$ cat src/design/l2_cache_macros.svh
`ifndef L2_CACHE_MACROS_SVH
`define L2_CACHE_MACROS_SVH

//////////////////////////////////////////////////////////////////////
// bus widths
//////////////////////////////////////////////////////////////////////

`define L2_WORD_W        32             // processor and memory word

//////////////////////////////////////////////////////////////////////
// cache geometry
//////////////////////////////////////////////////////////////////////

`define L2_BLOCK_WORDS   4              // words per line
`define L2_ASSOC         4              // ways per set
`define L2_N_SETS        8
`define L2_OFF_W         2              // word offset bits
`define L2_SET_W         3              // set index bits
`define L2_TAG_W         25             // word - set - offset - byte bits

//////////////////////////////////////////////////////////////////////
// address map
//////////////////////////////////////////////////////////////////////

`define L2_NONCACHE_BASE 32'h8000_0000  // everything above bypasses the cache

`endif
$ cat src/design/l2_cache_pkg.sv
`include "l2_cache_macros.svh"

`default_nettype none

package l2_cache_pkg;

    // bus and address field types
    typedef logic [`L2_WORD_W-1:0] word_t;
    typedef logic [`L2_TAG_W-1:0]  tag_t;
    typedef logic [`L2_SET_W-1:0]  set_idx_t;
    typedef logic [`L2_OFF_W-1:0]  word_idx_t;
    typedef logic [$clog2(`L2_ASSOC)-1:0] way_idx_t;

    // one cache line, word 0 in the low slot
    typedef word_t [`L2_BLOCK_WORDS-1:0] line_t;

    // miss handling states
    typedef enum logic [1:0] {
        IDLE,       // hits, pass-through, miss detection
        WRITEBACK,  // dirty victim out to memory
        FETCH       // requested line in from memory
    } l2_state_e;

endpackage

`default_nettype wire

$ cat src/design/l2_lru.sv
`timescale 1ns/1ns

`include "l2_cache_macros.svh"

`default_nettype none

module l2_lru import l2_cache_pkg::*; (
    input  logic     CLK,
    input  logic     nRST,
    input  set_idx_t set_idx,
    input  logic     access,
    input  logic     miss,
    input  way_idx_t hit_way,
    output way_idx_t victim_way
);

    // front of each list is least recently used
    way_idx_t order_q [`L2_N_SETS][`L2_ASSOC];
    way_idx_t next_order [`L2_ASSOC];
    way_idx_t move_way;
    logic     shifting;

    assign victim_way = order_q[set_idx][0];

    //////////////////////////////////////////////////////////////////////
    // reorder the indexed set
    //////////////////////////////////////////////////////////////////////

    always_comb begin
        move_way   = miss ? order_q[set_idx][0] : hit_way;  // way going to the back
        next_order = order_q[set_idx];
        shifting   = 1'b0;
        for (int i = 0; i < `L2_ASSOC - 1; i++) begin
            if (order_q[set_idx][i] == move_way) begin
                shifting = 1'b1;                   // close the gap from here on
            end
            if (shifting) begin
                next_order[i] = order_q[set_idx][i+1];
            end
        end
        next_order[`L2_ASSOC-1] = move_way;        // most recently used
    end

    always_ff @(posedge CLK, negedge nRST) begin
        if (!nRST) begin
            for (int s = 0; s < `L2_N_SETS; s++) begin
                for (int i = 0; i < `L2_ASSOC; i++) begin
                    order_q[s][i] <= way_idx_t'(i);  // 0, 1, 2, 3
                end
            end
        end else if (access) begin
            order_q[set_idx] <= next_order;
        end
    end

endmodule

`default_nettype wire

$ cat config.mk
export PLATFORM = sky130hd
export DESIGN_NAME = l2_lru
export DESIGN_NICKNAME = d
export VERILOG_FILES = /design/src/design/l2_cache_pkg.sv /design/src/design/l2_lru.sv
export VERILOG_INCLUDE_DIRS = /design/src /design/src/design
export SDC_FILE = /design/constraint.sdc
export NUM_CORES = 1
export LEC_CHECK = 0
export ABC_CLOCK_PERIOD_IN_PS = 6000
export BUFFER_PORTS_ARGS = -buffer_cell sky130_fd_sc_hd__buf_4
export CORE_MARGIN = 1
export CORE_UTILIZATION = 33
export DETAILED_ROUTE_END_ITERATION = 10
export GPL_TIMING_DRIVEN = 1
export PLACE_DENSITY_LB_ADDON = 0.12
export SLEW_MARGIN = 20
export SYNTH_ARGS = -nofsm -noshare
export SYNTH_HDL_FRONTEND = slang
export SYNTH_SLANG_ARGS = --single-unit
export TNS_END_PERCENT = 50
$ cat constraint.sdc
create_clock -name CLK -period 6 [get_ports CLK]
set_input_delay 1.5 -clock CLK [delete_from_list [all_inputs] [get_ports CLK]]
set_output_delay 1.5 -clock CLK [all_outputs]
set_load 0.02 [all_outputs]
==> summary.md <==
| Metric | Value |
|---|---|
| Run status | `complete, no violations` |
| # clock sinks | `64` |
| DR vias | `2338` |
| Crit. End Element | `primary output` |
| Pre-CTS WS | `1.36 ns` |
| Num ports | `11` |
| Yosys cell types | `46` |
| Biggest regs | `order_q x64` |
| Register clock-pin slew on the reported worst setup and hold paths | `0.06 ns` |
| Clock power share | `23.4%` |
| NumNets Final | `334` |
| Routed len/inst | `17.1 um` |
| Commonest cells post-synth | `nand2_1 (60), dfrtp_1 (32), dfstp_2 (32), o21ai_0 (32), nor2_1 (22)` |
| Yosys reg bits | `64` |
| Worst hold start | `order_q[4]` |
| Comb pwr share | `29.4%` |
| Root buf cell | `clkbuf_8` |
| Area growth from synthesis to final layout | `10.9%` |
| CP cell instances | `buf_4 -> mux2_1 -> mux4_2 -> or2_2 -> buf_4` |
| Final Worst Setup Slack | `1.36 ns` |
| Leading area contributor after synthesis | `dfstp_2` |
| DRC | `0` |
| Largest Register | `order_q` |
| Num CTS Buffers | `9` |
| Fin Clk Skew | `0.0132 ns` |
| Max cap viols | `0` |
| Critical Path RT | `4.50 ns` |
| Detail Route met3 WL | `296 um` |
| Crit path DAT | `3.14 ns` |
| Met2 wire len | `3530 um` |
| Largest net degree at the start of global routing | `65` |
| CTS max path bufs | `2` |
| H-tree depth | `3` |
| Max reg flops | `64` |
| Sw Pwr | `0.490 mW` |
| CP max-delay cell | `mux4_2` |
| Min Tclk post-route | `4.64 ns` |
| Post-DP Area | `0.00342 sq mm` |
| Layout Cells excl Fill | `459` |
| Die area | `0.0102 sq mm` |
| GRT overflow | `0` |
| Critical Path Fanout Max | `25` |
| Placed insts | `443` |
| Critical path's most frequent cell | `buf_4` |
| Max Used Layer | `met4` |
| Core Box Area | `0.00937 sq mm` |
| Upper clock frequency limit | `0.215 GHz` |
| GRT Total Usage | `17.4%` |
| IO Port Bufs | `10` |
| Setup violations, final | `0` |
| Syn Nets | `331` |
| Filler Cell Count | `985` |
| Overall power consumption | `1.49 mW` |
| Layout cells sized above 1 | `25.8%` |
| Slew Limit Fails | `0` |
| Via density | `5.09` |
| Net Sw Frac | `32.9%` |
| Die Ht | `101 um` |
| Synth top area share | `25.9%` |
| Gpl congestion | `0.700` |
| Syn avg cell area | `10.1 sq um` |
| # hold bufs at CTS | `0` |
| RSZ-0062 raised after global routing | `false` |
| Crit path from | `set_idx[1]` |
| CTS tree | `built` |
| Post-synth top flop | `dfstp_2` |
| First-pass GRT wire length | `13000 um` |
| Leakage | `1.47 nW` |
| Synth Instances | `322` |
| TNS Setup | `0 ns` |
| Resize count post-CTS | `0` |
| Wire length on met1 | `3930 um` |
| Post-synthesis sequential area ratio | `50.5%` |
| Final instance area | `0.00360 sq mm` |
| Fraction of registers with async set/reset | `100%` |
| Fin. Hold Viols | `0` |
| Detailed-route wire length | `7870 um` |
| Worst setup SP type | `input port` |
| CP peak stage delay | `0.52 ns` |
| Worst flop-to-flop path startpoint | `order_q[54]` |
| Worst VDD drop | `0.113 mV` |
| DP Wirelength | `5120 um` |
| Most frequent cell after synthesis | `nand2_1` |
| Vias in the first global route | `2346` |
| Internal | `0.999 mW` |
| DRT iter0 DRCs | `158` |
| Flop pwr share | `47.2%` |
| Mapped cell area | `0.00325 sq mm` |
| Crit path kind | `in -> out` |
| Number of flops mapped to enable cells by yosys | `0` |
| Initial antenna violation count | `0` |
| Max-Slew Margin vs Limit | `47.0%` |
| Yosys warnings | `0` |
| Site row count | `35` |
| Top post-synthesis cells by area | `dfstp_2 (26%), dfrtp_1 (25%), nand2_1 (6.9%)` |
| PD cells | `413 mW/mm^2` |
| Initial Util | `34.7%` |
| Die X | `101 um` |
| Worst skew pair latency | `0.35 ns` |
| Worst Hold Class | `reg -> reg` |
| N_diodes | `0` |
| Final ANT Viol Nets | `0` |
| Least-Margin Pin Slew | `0.795 ns` |
| Pre-antenna DRT Iters | `5` |
| Fin crit share | `77.4%` |
| # Post-CTS Setup Buffers | `0` |
worst max-delay path, delay by kind of cell:
kind	cells	cell delay (ns)
buffers and inverters	2	0.43
AND/OR/NAND/NOR	1	0.33
multiplexers	2	0.87
stage by stage:
stage / util [%] / hold WS (ns)
finish: 38.5 / 0.464
global placement: 36.5 / 0.452
CTS: 38.5 / 0.465
floorplan: - / 0.442
detailed placement: 36.5 / 0.455
global route: 38.5 / 0.481
per-layer routing:
metal,vias up,track usage [%]
li1,1168,-
met1,1121,23.5
met2,38,27.2
met3,11,4.42
met4,0,6.24
met5,-,0
layout make-up:
type                       instances  area, sq um  area share (%)
timing repair buffer              11         82.6            2.29
inverter                           5         18.8           0.521
tap                              129          161            4.48
clock buffer                      13          170            4.72
multi-input combinational        234         1510            42.0
clock inverter                     3         15.0           0.417
sequential                        64         1640            45.6
power groups by stage:
stage,logic (mW),clock network [mW],registers [mW]
after floorplan,0.345,0,0.687
after global placement,0.440,0,0.705
after detailed placement,0.444,0,0.710
after CTS,0.446,0.357,0.703
after global routing,0.501,0.377,0.724
final,0.438,0.349,0.703
layout by cell type, fill, tap and decap left out, types with 3 or more instances in the layout:
master / instances
a21oi_1: 3
a22oi_1: 6
a31oi_1: 8
a41oi_1: 8
and2_1: 5
and3_1: 5
buf_4: 11
clkbuf_8: 10
clkinv_2: 3
dfrtp_1: 32
dfstp_2: 32
inv_1: 5
mux2_2: 12
mux2i_1: 9
mux4_2: 5
nand2_1: 60
nand3_1: 6
nor2_1: 22
nor2b_1: 4
o21ai_0: 32
o21ai_1: 16
cells by family after synthesis:
group,after synthesis,share of synthesized area [%]
xor gates and xnor gates,3,0.809
muxes,29,11.6
buffers and inverters,24,2.85
and+or+nand+nor,111,15.0
AOI/OAI and AO/OA,91,19.2
DFF,64,50.5
final timing paths:
kind                                      end  slack (ns)  depth (start not counted)
worst max-delay path            victim_way[0]        1.36                          5
worst min register to register     order_q[4]        0.46                          2
min in group asynchronous         order_q[47]        1.23                          1
worst min-delay path               order_q[4]        0.46                          2
max in group asynchronous         order_q[29]        4.25                          1
worst max register to register    order_q[13]        2.89                          7
Power figures use the tool's default switching activity.
