File: config.mk
export PLATFORM = sky130hd
export DESIGN_NAME = l2_cache_ctrl
export DESIGN_NICKNAME = d
export VERILOG_FILES = /design/src/design/l2_cache_pkg.sv /design/src/design/l2_cache_ctrl.sv
export VERILOG_INCLUDE_DIRS = /design/src /design/src/design
export SDC_FILE = /design/constraint.sdc
export NUM_CORES = 1
export LEC_CHECK = 0
export BUFFER_PORTS_ARGS = -buffer_cell sky130_fd_sc_hd__buf_2
export CAP_MARGIN = 20
export CORE_AREA = 2 2 185 187
export CTS_CLUSTER_DIAMETER = 120
export DETAILED_ROUTE_END_ITERATION = 8
export DIE_AREA = 0 0 187 189
export REMOVE_ABC_BUFFERS = 1
export SYNTH_ARGS = -nofsm -noshare
export SYNTH_HDL_FRONTEND = slang
export SYNTH_SLANG_ARGS = --single-unit
File: constraint.sdc
create_clock -name CLK -period 2.5 [get_ports CLK]
set_input_delay 0.125 -clock CLK [delete_from_list [all_inputs] [get_ports CLK]]
set_output_delay 0.125 -clock CLK [all_outputs]
set_load 0.005 [all_outputs]
File: src/design/l2_cache_macros.svh
`ifndef L2_CACHE_MACROS_SVH
`define L2_CACHE_MACROS_SVH

//////////////////////////////////////////////////////////////////////
// bus widths
//////////////////////////////////////////////////////////////////////

`define L2_WORD_W        32             // processor and memory word

//////////////////////////////////////////////////////////////////////
// cache geometry
//////////////////////////////////////////////////////////////////////

`define L2_BLOCK_WORDS   4              // words per line
`define L2_ASSOC         4              // ways per set
`define L2_N_SETS        8
`define L2_OFF_W         2              // word offset bits
`define L2_SET_W         3              // set index bits
`define L2_TAG_W         25             // word - set - offset - byte bits

//////////////////////////////////////////////////////////////////////
// address map
//////////////////////////////////////////////////////////////////////

`define L2_NONCACHE_BASE 32'h8000_0000  // everything above bypasses the cache

`endif
File: src/design/l2_cache_pkg.sv
`include "l2_cache_macros.svh"

`default_nettype none

package l2_cache_pkg;

    // bus and address field types
    typedef logic [`L2_WORD_W-1:0] word_t;
    typedef logic [`L2_TAG_W-1:0]  tag_t;
    typedef logic [`L2_SET_W-1:0]  set_idx_t;
    typedef logic [`L2_OFF_W-1:0]  word_idx_t;
    typedef logic [$clog2(`L2_ASSOC)-1:0] way_idx_t;

    // one cache line, word 0 in the low slot
    typedef word_t [`L2_BLOCK_WORDS-1:0] line_t;

    // miss handling states
    typedef enum logic [1:0] {
        IDLE,       // hits, pass-through, miss detection
        WRITEBACK,  // dirty victim out to memory
        FETCH       // requested line in from memory
    } l2_state_e;

endpackage

`default_nettype wire

File: src/design/l2_cache_ctrl.sv
`timescale 1ns/1ns

`include "l2_cache_macros.svh"

`default_nettype none

module l2_cache_ctrl import l2_cache_pkg::*; (
    input  logic                     CLK,
    input  logic                     nRST,
    // processor side
    input  logic                     proc_ren,
    input  logic                     proc_wen,
    input  logic                     pass_through,
    input  word_t                    proc_addr,
    input  word_t                    proc_wdata,
    input  logic [`L2_WORD_W/8-1:0]  proc_byte_en,
    output logic                     proc_busy,
    output word_t                    proc_rdata,
    // tag array
    input  logic                     hit,
    input  word_t                    rd_word,
    input  logic                     victim_dirty,
    input  tag_t                     victim_tag,
    input  line_t                    victim_line,
    output logic                     fill_we,
    output word_idx_t                fill_word,
    output word_t                    fill_data,
    output logic                     fill_done,
    output logic                     wr_hit,
    output word_t                    wr_data,
    output logic [`L2_WORD_W/8-1:0]  wr_byte_en,
    output logic                     clean,
    // replacement
    output logic                     lru_access,
    output logic                     lru_miss,
    // memory side
    output logic                     mem_ren,
    output logic                     mem_wen,
    output word_t                    mem_addr,
    output word_t                    mem_wdata,
    output logic [`L2_WORD_W/8-1:0]  mem_byte_en,
    input  logic                     mem_busy,
    input  word_t                    mem_rdata
);

    localparam int        LINE_LSB  = `L2_OFF_W + 2;
    localparam word_idx_t LAST_WORD = word_idx_t'(`L2_BLOCK_WORDS - 1);

    l2_state_e state, next_state;
    word_idx_t word_cnt, next_word_cnt;
    word_t     beat_addr, next_beat_addr;  // address of the current memory beat
    logic      req;
    set_idx_t  req_set;
    word_t     fetch_base;
    word_t     wb_base;

    assign req        = proc_ren | proc_wen;
    assign req_set    = proc_addr[LINE_LSB +: `L2_SET_W];
    assign fetch_base = {proc_addr[`L2_WORD_W-1:LINE_LSB], {LINE_LSB{1'b0}}};
    assign wb_base    = {victim_tag, req_set, {LINE_LSB{1'b0}}};

    always_ff @(posedge CLK, negedge nRST) begin
        if (!nRST) begin
            state     <= IDLE;
            word_cnt  <= '0;
            beat_addr <= '0;
        end else begin
            state     <= next_state;
            word_cnt  <= next_word_cnt;
            beat_addr <= next_beat_addr;
        end
    end

    //////////////////////////////////////////////////////////////////////
    // next state and outputs
    //////////////////////////////////////////////////////////////////////

    always_comb begin
        next_state     = state;
        next_word_cnt  = word_cnt;
        next_beat_addr = beat_addr;
        proc_busy      = 1'b1;
        proc_rdata     = '0;
        mem_ren        = 1'b0;
        mem_wen        = 1'b0;
        mem_addr       = beat_addr;
        mem_wdata      = victim_line[word_cnt];
        mem_byte_en    = '1;                       // line beats are full words
        fill_we        = 1'b0;
        fill_word      = word_cnt;
        fill_data      = mem_rdata;
        fill_done      = 1'b0;
        wr_hit         = 1'b0;
        wr_data        = proc_wdata;
        wr_byte_en     = proc_byte_en;
        clean          = 1'b0;
        lru_access     = 1'b0;
        lru_miss       = 1'b0;

        case (state)
            IDLE: begin
                if (req && pass_through) begin
                    mem_ren     = proc_ren;            // single uncached beat
                    mem_wen     = proc_wen;
                    mem_addr    = proc_addr;
                    mem_wdata   = proc_wdata;
                    mem_byte_en = proc_byte_en;
                    proc_busy   = mem_busy;
                    proc_rdata  = mem_rdata;
                end else if (req && hit) begin
                    proc_busy  = 1'b0;
                    proc_rdata = rd_word;
                    wr_hit     = proc_wen;
                    lru_access = 1'b1;
                end else if (req) begin
                    next_word_cnt = '0;
                    if (victim_dirty) begin
                        next_state     = WRITEBACK;
                        next_beat_addr = wb_base;
                    end else begin
                        next_state     = FETCH;
                        next_beat_addr = fetch_base;
                    end
                end
            end
            WRITEBACK: begin
                mem_wen = 1'b1;
                if (!mem_busy) begin
                    next_word_cnt  = word_cnt + 1'b1;
                    next_beat_addr = beat_addr + word_t'(4);
                    if (word_cnt == LAST_WORD) begin
                        clean          = 1'b1;
                        next_state     = FETCH;
                        next_beat_addr = fetch_base;
                    end
                end
            end
            FETCH: begin
                mem_ren = 1'b1;
                if (!mem_busy) begin
                    fill_we        = 1'b1;
                    next_word_cnt  = word_cnt + 1'b1;
                    next_beat_addr = beat_addr + word_t'(4);
                    if (word_cnt == LAST_WORD) begin
                        // victim leaves the front once the new line is in place
                        fill_done  = 1'b1;
                        lru_access = 1'b1;
                        lru_miss   = 1'b1;
                        next_state = IDLE;             // access hits next cycle
                    end
                end
            end
            default: begin
                next_state = IDLE;
            end
        endcase
    end

endmodule

`default_nettype wire

==> metrics.txt, run 1 <==
# TYPE chip_impl_metric gauge
chip_impl_metric{name="cp_num_buf_inv",unit=""} 4
chip_impl_metric{name="synth_enable_flop_cells",unit=""} 0
chip_impl_metric{name="fillerInstances",unit=""} 3754
chip_impl_metric{name="stdcell_area",unit="um^2"} 7908
chip_impl_metric{name="cts_num_sinks",unit=""} 34
chip_impl_metric{name="final.period_utilization",unit="%"} 93.89
chip_impl_metric{name="yosysTopAreaCellShare",unit="%"} 16.13
chip_impl_info{name="synth_top_cell_by_area",value="sky130_fd_sc_hd__dfrtp_1"} 1
chip_impl_metric{name="vias_in_the_first_global_route",unit=""} 6786
chip_impl_info{name="clock-root-buffer",value="sky130_fd_sc_hd__clkbuf_16"} 1
chip_impl_metric{name="slew_headroom",unit="%"} 42.19
chip_impl_metric{name="cap_viol_max_count",unit=""} 0
chip_impl_metric{name="ios",unit=""} 472
chip_impl_metric{name="worstMarginPinSlew",unit="ps"} 867.2
chip_impl_metric{name="layout_cell_share_with_drive_strength_beyond_1",unit="%"} 49.95
chip_impl_metric{name="post_placement_cell_area",unit="um^2"} 7702
chip_impl_metric{name="tns_setup",unit="ps"} 0
chip_impl_metric{name="clockBufferDepth",unit=""} 2
chip_impl_metric{name="drt-wirelength-per-cell",unit="um"} 21.03
chip_impl_info{name="worst-setup-path-type",value="flop to output port"} 1
chip_impl_info{name="slowest_stage",value="sky130_fd_sc_hd__dfrtp_1"} 1
chip_impl_metric{name="synthesis.area_per_instance",unit="um^2"} 7.268
chip_impl_metric{name="numPortBuffers",unit=""} 471
chip_impl_info{name="worstSetupStartpointType",value="flop"} 1
chip_impl_metric{name="syn_area",unit="um^2"} 5276
chip_impl_info{name="end_kind",value="output port"} 1
chip_impl_metric{name="power.density_cell_area",unit="nW/um^2"} 883.8
chip_impl_info{name="synth.area.top_cells",value="sky130_fd_sc_hd__dfrtp_1 (16%), sky130_fd_sc_hd__nand2_1 (15%), sky130_fd_sc_hd__mux4_2 (14%), sky130_fd_sc_hd__buf_4 (9.8%), sky130_fd_sc_hd__a22o_1 (6.1%)"} 1
chip_impl_metric{name="cts.reportedPaths.clkPinSlew",unit="ps"} 60
chip_impl_metric{name="setup_slack",unit="ps"} 152.8
chip_impl_metric{name="yosys_register_bits",unit=""} 34
chip_impl_metric{name="cpPeakStageDelay",unit="ps"} 400
chip_impl_metric{name="finalWirelength",unit="mm"} 32.91
chip_impl_metric{name="core-area",unit="um^2"} 33280
chip_impl_metric{name="preCtsSetupSlack",unit="ps"} 170.5
chip_impl_info{name="synthFlopType",value="sky130_fd_sc_hd__dfrtp_1"} 1
chip_impl_metric{name="area_delta_synth_final",unit="%"} 49.87
chip_impl_metric{name="ys.warnings.count",unit=""} 0
chip_impl_metric{name="setup-violations-final",unit=""} 0
chip_impl_metric{name="globalRoute.totalOverflow",unit=""} 0
chip_impl_metric{name="power.leakage",unit="uW"} 0.004045
chip_impl_metric{name="irDropWorstVdd",unit="V"} 0.0003405
chip_impl_metric{name="cp.arrival",unit="ps"} 2220
chip_impl_info{name="critical_path_cell_list",value="inv_1 > ha_2 > nor2b_1 > buf_4 > nand2_2 > buf_12 > o21ai_1 > buf_2"} 1
chip_impl_metric{name="finClkSkew",unit="ps"} 6.088
chip_impl_metric{name="design.final.nets",unit=""} 1405
chip_impl_info{name="rsz0062_at_grt",value="false"} 1
chip_impl_metric{name="drv_slew",unit=""} 0
chip_impl_metric{name="async_flop_share",unit="%"} 100.0
chip_impl_metric{name="initial_utilization",unit="%"} 15.85
chip_impl_info{name="synth.cells.most_frequent",value="sky130_fd_sc_hd__nand2_1 (215), sky130_fd_sc_hd__buf_4 (69), sky130_fd_sc_hd__a22o_1 (37), sky130_fd_sc_hd__clkbuf_1 (35), sky130_fd_sc_hd__dfrtp_1 (34)"} 1
chip_impl_metric{name="footprint_of_the_multi_input_gates",unit="um^2"} 3646
chip_impl_info{name="synth.most_common_cell",value="sky130_fd_sc_hd__nand2_1"} 1
chip_impl_metric{name="dp_hpwl",unit="mm"} 28.21
chip_impl_metric{name="detail_route.first_pass.iterations",unit=""} 5
chip_impl_metric{name="finalWorstPathRequiredPeriod",unit="ps"} 2347
chip_impl_info{name="worst_path_dominant_cell_family",value="buffers and inverters"} 1
chip_impl_metric{name="final_hold_viol_count",unit=""} 0
chip_impl_info{name="status",value="completed"} 1
chip_impl_metric{name="cts-htree-levels",unit=""} 2
chip_impl_metric{name="grt_pass1_wl",unit="mm"} 46.09
chip_impl_metric{name="die_h",unit="um"} 189
chip_impl_metric{name="timing.critical_path.fanout_max",unit=""} 58
chip_impl_metric{name="grt_start_max_net_pins",unit=""} 59
chip_impl_metric{name="grt.total_usage",unit="%"} 17.64
chip_impl_metric{name="route.antenna.remaining_nets",unit=""} 0
chip_impl_info{name="hold_path.class",value="primary input to flop"} 1
chip_impl_metric{name="area.sequential",unit="um^2"} 853.3
chip_impl_metric{name="rows",unit=""} 67
chip_impl_metric{name="post-route-drc-count",unit=""} 0
chip_impl_metric{name="dieWidth",unit="um"} 187
chip_impl_metric{name="drt_iter0_markers",unit=""} 514
chip_impl_metric{name="post_synth_inst_count",unit=""} 726
chip_impl_metric{name="design.die.area",unit="um^2"} 35340
chip_impl_metric{name="clk-insertion-delay-late",unit="ps"} 280
chip_impl_metric{name="via_count",unit=""} 7220
chip_impl_metric{name="worstPathRequired",unit="ps"} 2380
chip_impl_metric{name="fmax",unit="MHz"} 426.0
chip_impl_metric{name="place.gp.congestion",unit=""} 0.8874
chip_impl_metric{name="synth_sequential_area_ratio",unit="%"} 16.13
chip_impl_metric{name="cts_buffers",unit=""} 5
chip_impl_metric{name="routed_via_density",unit=""} 4.613
chip_impl_info{name="tritoncts",value="built"} 1
chip_impl_metric{name="number_of_antenna_violations_at_the_first_check_in_global_routing",unit=""} 16
chip_impl_metric{name="synth_cell_types",unit=""} 63
cell type report:
type	instances	area share [%]
Multi-Input combinational cell	556	46.11
Timing Repair Buffer	499	33.13
Clock buffer	5	1.582
Sequential cell	34	10.79
Tap cell	448	7.089
Clock inverter	3	0.5063
Inverter	10	0.4747
Antenna cell	10	0.3165
path summary, 6_finish.rpt:
kind	start	to	slack, ps	cells after the start
setup / recovery	state[0]	mem_addr[24]	150	8
hold / removal	proc_addr[4]	beat_addr[4]	190	3
setup reg to reg	beat_addr[2]	beat_addr[24]	170	6
hold reg to reg	beat_addr[3]	beat_addr[3]	560	2
max in group asynchronous	nRST	fill_word[0]	1400	2
min in group asynchronous	nRST	beat_addr[9]	490	2
logic make-up (layout without fill, tap and decap cells):
family | count (synthesis) | in the layout | share of synthesized area [%]
AND/OR/NAND/NOR | 340 | 340 | 28.91
AO/OA/AOI/OAI | 161 | 161 | 21.67
buffers and inverters | 136 | 517 | 14.96
multiplexers | 48 | 48 | 16.74
flip-flops | 34 | 34 | 16.13
adder cells (fa/ha/maj) | 6 | 6 | 1.423
XOR/XNOR | 1 | 1 | 0.1660
other | 0 | 10 | 0
metrics by stage:
stage / total power (uW) / hold WS (ps) / std cells / utilization [%]
after floorplan: 3980 / -170.6 / 600 / -
after global placement: 6174 / 275.5 / 1546 / 23.14
after detailed placement: 6266 / 283.7 / 1546 / 23.14
after CTS: 7008 / 190.7 / 1555 / 23.67
after global routing: 7609 / 204.3 / 1564 / 23.75
final: 6988 / 185.2 / 1565 / 23.76
where the power goes:
group | internal (uW) | switching (uW)
logic | 2230 | 2860
clock network | 467 | 246
registers | 822 | 370
total | 3510 | 3470
cells in the final DEF (no fill, tap or decap), types with 8 or more instances in the layout:
cell type / count
sky130_fd_sc_hd__a211oi_1: 15
sky130_fd_sc_hd__a21oi_1: 14
sky130_fd_sc_hd__a22o_1: 37
sky130_fd_sc_hd__a31oi_1: 11
sky130_fd_sc_hd__buf_2: 471
sky130_fd_sc_hd__buf_4: 23
sky130_fd_sc_hd__dfrtp_1: 32
sky130_fd_sc_hd__diode_2: 10
sky130_fd_sc_hd__inv_1: 9
sky130_fd_sc_hd__mux2i_1: 14
sky130_fd_sc_hd__mux4_2: 32
sky130_fd_sc_hd__nand2_1: 214
sky130_fd_sc_hd__nand3_1: 22
sky130_fd_sc_hd__nand4_1: 12
sky130_fd_sc_hd__nor2_1: 23
sky130_fd_sc_hd__nor2b_1: 20
sky130_fd_sc_hd__o21ai_0: 22
sky130_fd_sc_hd__o21ai_1: 18
sky130_fd_sc_hd__o31ai_1: 8
metal layers:
layer  wire length, um  vias up  GRT usage (%)
met1             13770     3454          22.61
met4               733        4          5.525
met5                24        -              0
met2             15950      382          29.35
li1                  -     3334              -
met3              2428       46          4.059
flip-flops by register name, summed over array words and instances (netlist names):
register	cells
beat_addr	30
fill_word	2
state	2
worst reg2reg max path, cell delays in order, from the launching register on:
cell	delay (ps)
sky130_fd_sc_hd__dfrtp_1	440
sky130_fd_sc_hd__ha_1	220
sky130_fd_sc_hd__nand3_1	230
sky130_fd_sc_hd__nor3_2	570
sky130_fd_sc_hd__nand4_1	210
sky130_fd_sc_hd__nor2b_1	180
sky130_fd_sc_hd__or3_1	350
what timing repair did:
item,CTS,global route
endpoints found under the setup margin,1,7
endpoints found under the hold margin,34,0
buffers inserted,0,0
hold buffers,1,0
resized for setup,1,2
No activity file was read; power rests on OpenSTA's default activity.
==> run 2, diff against run 1 <==
- PLACE_DENSITY: default -> 0.44
==> run 2 against run 1 <==
Sequential cell count unchanged. Critical path depth unchanged. Total power decreased by 0.27%. Worst hold slack improved by 17 ps. Global-route usage decreased by 0.66 points. Fmax about the same. Combinational power increased by 1%. Largest power group unchanged. Clock skew increased by 1.1 ps. Routed wire length decreased by 2.9%.
==> metrics.txt, run 2 (synthesis results as in run 1) <==
# TYPE chip_impl_metric gauge
chip_impl_metric{name="die_h",unit="um"} 189
chip_impl_metric{name="fmax",unit="MHz"} 426.1
chip_impl_metric{name="largest_reg_flops",unit=""} 30
chip_impl_metric{name="timing.hold.worst_path_depth",unit=""} 3
chip_impl_metric{name="dieWidth",unit="um"} 187
chip_impl_metric{name="reg2reg_depth",unit=""} 6
chip_impl_metric{name="finalWorstPathRequiredPeriod",unit="ps"} 2347
chip_impl_info{name="hold_start",value="proc_addr[4]"} 1
chip_impl_metric{name="cts_num_sinks",unit=""} 34
chip_impl_metric{name="finalPower",unit="uW"} 6969
chip_impl_metric{name="design.die.area",unit="um^2"} 35340
chip_impl_metric{name="finalWirelength",unit="mm"} 31.97
chip_impl_metric{name="final.period_utilization",unit="%"} 93.87
chip_impl_metric{name="cp_num_buf_inv",unit=""} 4
chip_impl_metric{name="core-area",unit="um^2"} 33280
chip_impl_info{name="slowest_stage",value="sky130_fd_sc_hd__dfrtp_1"} 1
chip_impl_info{name="regToRegStartpoint",value="state[1]"} 1
chip_impl_info{name="hold_path.class",value="primary input to flop"} 1
chip_impl_metric{name="clk-insertion-delay-late",unit="ps"} 280
chip_impl_info{name="rsz0062_at_grt",value="false"} 1
chip_impl_metric{name="cts.repair_timing.setup_buffer_count",unit=""} 0
chip_impl_metric{name="layout.cells.non_filler",unit=""} 1561
chip_impl_metric{name="cpPeakStageDelay",unit="ps"} 400
chip_impl_metric{name="numPortBuffers",unit=""} 471
chip_impl_metric{name="finish.utilization",unit="%"} 23.82
chip_impl_metric{name="post-route-drc-count",unit=""} 0
chip_impl_info{name="worst_path_dominant_cell_family",value="buffers and inverters"} 1
chip_impl_metric{name="timing.critical_path.fanout_max",unit=""} 33
chip_impl_metric{name="power_frac_comb",unit="%"} 73.6
chip_impl_info{name="end_kind",value="output port"} 1
chip_impl_metric{name="stdcell_area",unit="um^2"} 7926
chip_impl_metric{name="worstMarginPinSlew",unit="ps"} 876.6
chip_impl_info{name="worst-setup-path-type",value="flop to output port"} 1
chip_impl_metric{name="place.gp.congestion",unit=""} 0.8634
chip_impl_metric{name="power.share.sequential",unit="%"} 17.1
chip_impl_metric{name="irDropWorstVdd",unit="V"} 0.0003783
chip_impl_metric{name="setup_slack",unit="ps"} 153.2
chip_impl_metric{name="cap_viol_max_count",unit=""} 0
chip_impl_metric{name="total_switching_power",unit="uW"} 3451
chip_impl_metric{name="rows",unit=""} 67
chip_impl_metric{name="part_of_the_total_power_dissipated_in_the_clock_network",unit="%"} 9.3
chip_impl_info{name="layout_common_cells",value="sky130_fd_sc_hd__buf_2 (471), sky130_fd_sc_hd__nand2_1 (214), sky130_fd_sc_hd__a22o_1 (36)"} 1
chip_impl_metric{name="number_of_antenna_violations_at_the_first_check_in_global_routing",unit=""} 11
chip_impl_metric{name="ios",unit=""} 472
chip_impl_metric{name="via_count",unit=""} 7068
chip_impl_info{name="clock-root-buffer",value="sky130_fd_sc_hd__clkbuf_16"} 1
chip_impl_metric{name="reg2reg_setup_slack",unit="ps"} 320
chip_impl_info{name="critical_path_cell_list",value="inv_1 > ha_2 > nor2b_4 > buf_4 > and2_1 > buf_8 > a22o_2 > buf_2"} 1
chip_impl_info{name="final_common_cell",value="sky130_fd_sc_hd__buf_2"} 1
chip_impl_metric{name="post_placement_cell_area",unit="um^2"} 7737
chip_impl_metric{name="detail_route.first_pass.iterations",unit=""} 5
chip_impl_metric{name="drt-wirelength-per-cell",unit="um"} 20.48
chip_impl_metric{name="power.leakage",unit="uW"} 0.004064
chip_impl_metric{name="design.final.nets",unit=""} 1409
chip_impl_metric{name="slew_headroom",unit="%"} 41.56
chip_impl_metric{name="area_delta_synth_final",unit="%"} 50.23
chip_impl_info{name="worstSetupStartpointType",value="flop"} 1
chip_impl_metric{name="fillerInstances",unit=""} 3826
chip_impl_info{name="tritoncts",value="built"} 1
chip_impl_metric{name="cts_buffers",unit=""} 5
chip_impl_metric{name="place_inst",unit=""} 1549
chip_impl_info{name="critical_path.reg2reg.endpoint",value="beat_addr[30]"} 1
chip_impl_metric{name="cts.reportedPaths.clkPinSlew",unit="ps"} 60
chip_impl_metric{name="globalRoute.totalOverflow",unit=""} 0
chip_impl_metric{name="setup-violations-final",unit=""} 0
chip_impl_metric{name="worstPathRequired",unit="ps"} 2380
chip_impl_metric{name="grt_start_max_net_pins",unit=""} 42
chip_impl_metric{name="route.antenna.remaining_nets",unit=""} 0
chip_impl_metric{name="routed_via_density",unit=""} 4.528
chip_impl_metric{name="grt.total_usage",unit="%"} 16.98
chip_impl_metric{name="initial_utilization",unit="%"} 15.85
chip_impl_metric{name="power.share.switching",unit="%"} 49.51
chip_impl_metric{name="vias_in_the_first_global_route",unit=""} 6798
chip_impl_metric{name="power.density_cell_area",unit="nW/um^2"} 879.3
chip_impl_metric{name="final_hold_viol_count",unit=""} 0
chip_impl_metric{name="cp.arrival",unit="ps"} 2220
chip_impl_metric{name="grt_pass1_wl",unit="mm"} 45.44
chip_impl_metric{name="drt_iter0_markers",unit=""} 524
chip_impl_info{name="min_to",value="beat_addr[4]"} 1
chip_impl_metric{name="dp_hpwl",unit="mm"} 27.11
chip_impl_metric{name="cts-htree-levels",unit=""} 2
chip_impl_info{name="status",value="completed"} 1
chip_impl_metric{name="finClkSkew",unit="ps"} 7.146
chip_impl_metric{name="clockBufferDepth",unit=""} 2
chip_impl_metric{name="layout_cell_share_with_drive_strength_beyond_1",unit="%"} 50.14
chip_impl_metric{name="preCtsSetupSlack",unit="ps"} 271.4
chip_impl_info{name="top_register",value="beat_addr"} 1
chip_impl_metric{name="cellInternalPower",unit="uW"} 3519
chip_impl_metric{name="drv_slew",unit=""} 0
==> run 2: cell types whose count changed in the layout (fill, tap and decap cells not counted), sizes merged <==
cell    before  now
clkinv       3    2
bufinv       1    0
clkbuf       5    7
and2         5    6
diode       10    2
buf        498  501
==> run 2: how the worst max path moves through the flow <==
| stage | from | end | cells past startpoint |
|---|---|---|---|
| after floorplan | fill_word[0] | beat_addr[5] | 6 |
| after global placement | state[1] | proc_rdata[30] | 8 |
| after detailed placement | state[0] | proc_rdata[30] | 8 |
| after CTS | state[0] | proc_rdata[30] | 8 |
| after global routing | state[0] | proc_rdata[30] | 8 |
| final | state[0] | proc_rdata[30] | 8 |
==> run 2: layout make-up <==
| class | instances | area (um^2) | share of cell area [%] |
|---|---|---|---|
| diodes | 2 | 5.005 | 0.06314 |
| well taps | 448 | 560.5 | 7.072 |
| clock buffers | 7 | 142.6 | 1.800 |
| flip-flops and latches | 34 | 853.3 | 10.77 |
| clock inverters | 1 | 5.005 | 0.06314 |
| repair buffers | 502 | 2663 | 33.59 |
| inverters | 10 | 37.54 | 0.4736 |
| multi-input cells | 557 | 3660 | 46.17 |
==> run 2: repair_timing <==
item	4_1_cts	5_1_grt
endpoints found under the hold margin	11	0
gates cloned	0	1
gates resized for setup	1	5
hold buffers	1	0
pin swaps	0	1
setup endpoints to repair	1	18
==> run 2: power groups by stage <==
stage | sequential (uW) | combinational, uW | clock (uW)
2_1_floorplan | 1200 | 2780 | 0
5_1_grt | 1230 | 5700 | 683
6_report | 1190 | 5130 | 650
4_1_cts | 1180 | 5170 | 661
3_3_place_gp | 1190 | 5100 | 0
3_5_place_dp | 1190 | 5150 | 0
==> run 2: stage by stage <==
stage                     setup TNS (ps)  hold slack (ps)
after floorplan                   -81730           -170.6
after global placement                 0            295.4
after detailed placement               0            303.3
after CTS                              0            202.7
after global routing                   0            231.0
final                                  0            201.9
==> run 2: tightest hold or removal path, stage by stage <==
cell and delay [ps]:
sky130_fd_sc_hd__buf_2 120, sky130_fd_sc_hd__a32oi_1 60, sky130_fd_sc_hd__o2bb2ai_1 130
==> run 2: layer usage <==
metal / global-route usage (%) / wire, um
met5: 0 / 16
met4: 1.557 / 324
met3: 3.151 / 2203
met2: 30.38 / 16080
met1: 21.95 / 13340
==> run 3, diff against run 2 <==
- CORE_AREA: 2 2 185 187 -> 2 2 183 185
- DIE_AREA: 0 0 187 189 -> 0 0 185 187
- clock period: 2.5 -> 2.9 ns (I/O delays scaled with it)
==> run 3 against run 2 <==
The run now ends with negative hold slack left. Non-clock buffer count down 11. Cell count is 0.32% lower. Setup slack better by 110 ps. Total power down 15%. Via count decreased by 1.5%. Global-route usage is 1.5 points higher. Worst hold slack lost 220 ps. Cell area shrank 1.4%. Combinational power fell by 15%. Critical endpoint is now proc_rdata[11]. Largest cell class unchanged. Highest routed layer unchanged.
==> metrics.txt, run 3 (synthesis results as in run 1) <==
# TYPE chip_impl_metric gauge
chip_impl_info{name="status",value="finished with violations"} 1
chip_impl_info{name="violations",value="negative hold slack"} 1
chip_impl_metric{name="cts_num_sinks",unit=""} 34
chip_impl_metric{name="detail_route.first_pass.iterations",unit=""} 5
chip_impl_metric{name="drv_slew",unit=""} 0
chip_impl_info{name="worst-setup-path-type",value="flop to output port"} 1
chip_impl_metric{name="clk-insertion-delay-late",unit="ps"} 280
chip_impl_metric{name="grt.total_usage",unit="%"} 18.46
chip_impl_metric{name="cts-htree-levels",unit=""} 2
chip_impl_metric{name="whs",unit="ps"} -19.45
chip_impl_metric{name="worstPathRequired",unit="ps"} 2760
chip_impl_metric{name="post-route-drc-count",unit=""} 0
chip_impl_metric{name="footprint_of_the_multi_input_gates",unit="um^2"} 3643
chip_impl_metric{name="grt_start_max_net_pins",unit=""} 47
chip_impl_metric{name="area_delta_synth_final",unit="%"} 48.16
chip_impl_metric{name="core-area",unit="um^2"} 32860
chip_impl_metric{name="timing.critical_path.fanout_max",unit=""} 34
chip_impl_metric{name="die_h",unit="um"} 187
chip_impl_info{name="final_common_cell",value="sky130_fd_sc_hd__buf_2"} 1
chip_impl_metric{name="worstMarginPinSlew",unit="ps"} 876.5
chip_impl_metric{name="fmax",unit="MHz"} 379.0
chip_impl_metric{name="largest_reg_flops",unit=""} 30
chip_impl_metric{name="fillerInstances",unit=""} 3850
chip_impl_metric{name="setup-violations-final",unit=""} 0
chip_impl_info{name="tritoncts",value="built"} 1
chip_impl_metric{name="power.share.switching",unit="%"} 51.03
chip_impl_metric{name="final.period_utilization",unit="%"} 91.00
chip_impl_metric{name="cap_viol_max_count",unit=""} 0
chip_impl_info{name="end_kind",value="output port"} 1
chip_impl_metric{name="drt_iter0_markers",unit=""} 505
chip_impl_metric{name="finClkSkew",unit="ps"} 12.41
chip_impl_metric{name="power.share.sequential",unit="%"} 17.6
chip_impl_metric{name="initial_utilization",unit="%"} 16.06
chip_impl_metric{name="cts.repair_timing.setup_buffer_count",unit=""} 0
chip_impl_metric{name="route.antenna.remaining_nets",unit=""} 0
chip_impl_metric{name="cp.arrival",unit="ps"} 2490
chip_impl_metric{name="total_switching_power",unit="uW"} 3033
chip_impl_metric{name="rows",unit=""} 67
chip_impl_metric{name="via_count",unit=""} 6962
chip_impl_info{name="worstSetupStartpointType",value="flop"} 1
chip_impl_metric{name="design.die.area",unit="um^2"} 34600
chip_impl_metric{name="stdcell_area",unit="um^2"} 7818
chip_impl_metric{name="drt-wirelength-per-cell",unit="um"} 21.37
chip_impl_metric{name="power_frac_comb",unit="%"} 73.4
chip_impl_metric{name="final_hold_viol_count",unit=""} 34
chip_impl_metric{name="dp_hpwl",unit="mm"} 28.44
chip_impl_info{name="layout_common_cells",value="sky130_fd_sc_hd__buf_2 (471), sky130_fd_sc_hd__nand2_1 (214), sky130_fd_sc_hd__a22o_1 (37)"} 1
chip_impl_metric{name="preCtsSetupSlack",unit="ps"} 476.0
chip_impl_info{name="top_register",value="beat_addr"} 1
chip_impl_metric{name="finalWirelength",unit="mm"} 33.25
chip_impl_metric{name="finish.utilization",unit="%"} 23.79
chip_impl_info{name="hold_path.class",value="primary input to async pin"} 1
chip_impl_metric{name="design.final.nets",unit=""} 1397
chip_impl_metric{name="irDropWorstVdd",unit="V"} 0.0002879
chip_impl_metric{name="cts.reportedPaths.clkPinSlew",unit="ps"} 70
chip_impl_info{name="clock-root-buffer",value="sky130_fd_sc_hd__clkbuf_16"} 1
chip_impl_metric{name="ios",unit=""} 472
chip_impl_metric{name="routed_via_density",unit=""} 4.474
chip_impl_metric{name="part_of_the_total_power_dissipated_in_the_clock_network",unit="%"} 9.0
chip_impl_metric{name="clockBufferDepth",unit=""} 2
chip_impl_metric{name="power.density_cell_area",unit="nW/um^2"} 760.4
chip_impl_metric{name="numPortBuffers",unit=""} 471
chip_impl_metric{name="post_placement_cell_area",unit="um^2"} 7650
chip_impl_metric{name="grt_pass1_wl",unit="mm"} 47.38
chip_impl_metric{name="layout_cell_share_with_drive_strength_beyond_1",unit="%"} 49.50
chip_impl_metric{name="globalRoute.totalOverflow",unit=""} 0
chip_impl_metric{name="cellInternalPower",unit="uW"} 2911
chip_impl_metric{name="cts_buffers",unit=""} 5
chip_impl_info{name="rsz0062_at_grt",value="false"} 1
chip_impl_metric{name="area.sequential",unit="um^2"} 853.3
chip_impl_metric{name="dieWidth",unit="um"} 185
chip_impl_metric{name="place.gp.congestion",unit=""} 0.8656
chip_impl_metric{name="vias_in_the_first_global_route",unit=""} 6943
chip_impl_metric{name="setup_slack",unit="ps"} 261.1
chip_impl_metric{name="finalWorstPathRequiredPeriod",unit="ps"} 2639
chip_impl_metric{name="power.leakage",unit="uW"} 0.003992
chip_impl_metric{name="slew_headroom",unit="%"} 41.57
chip_impl_metric{name="number_of_antenna_violations_at_the_first_check_in_global_routing",unit=""} 18
## run 3: cell types whose count changed in the layout (fill, tap and decap cells not counted), sizes merged
cell and change:
buf -10, diode +7, and2 -1, clkbuf -1, clkinv +1, dlygate4sd3 -1
## run 3: power groups by stage
stage | logic, uW | clock network, uW | registers [uW]
2_1_floorplan | 2400 | 0 | 1030
3_3_place_gp | 4370 | 0 | 1040
3_5_place_dp | 4380 | 0 | 1050
4_1_cts | 4400 | 547 | 1040
5_1_grt | 4810 | 574 | 1090
6_report | 4360 | 537 | 1050
## run 3: timing repair
| action | CTS | global route |
|---|---|---|
| hold buffers | 0 | 0 |
| gates resized for setup | 0 | 1 |
| setup endpoints to repair | 0 | 2 |
## run 3: layout make-up
type / count / share of cell area (%)
inverter: 10 / 0.4802
sequential: 34 / 10.92
antenna: 9 / 0.2881
clock inverter: 2 / 0.1761
timing repair buffer: 491 / 32.71
clock buffer: 6 / 1.649
multi-input combinational: 556 / 46.61
tap: 448 / 7.170
## run 3: worst paths after layout
path                                from        endpoint  slack [ps]  depth (start not counted)
max in group asynchronous           nRST    fill_word[0]        2310                          1
setup reg to reg                state[0]   beat_addr[31]         620                          7
hold / removal                      nRST   beat_addr[21]         -20                          1
min in group CLK            proc_addr[4]    beat_addr[4]         210                          3
hold reg to reg            beat_addr[30]   beat_addr[30]         570                          1
setup / recovery                state[0]  proc_rdata[11]         260                          7
## run 3: layer usage
layer / track usage, % / up-vias / wire length, um
met5: 0 / - / 70
met4: 4.976 / 10 / 730
met3: 4.945 / 40 / 2579
met2: 30.55 / 291 / 16000
met1: 23.56 / 3315 / 13860
li1: - / 3306 / -
## run 3: per-stage QoR
stage	TNS [ps]	cells	total power, uW
after CTS	0	1547	5989
after global routing	0	1554	6469
after detailed placement	0	1539	5424
after floorplan	-32230	600	3431
final	0	1556	5945
after global placement	0	1539	5417
## run 3: worst max-delay path: stages, from the launching register on
cell and delay, ps:
sky130_fd_sc_hd__dfrtp_1 400, sky130_fd_sc_hd__inv_1 110, sky130_fd_sc_hd__ha_1 260, sky130_fd_sc_hd__nor2b_2 300, sky130_fd_sc_hd__and2_4 410, sky130_fd_sc_hd__buf_12 240
sky130_fd_sc_hd__a22o_1 300, sky130_fd_sc_hd__buf_2 170
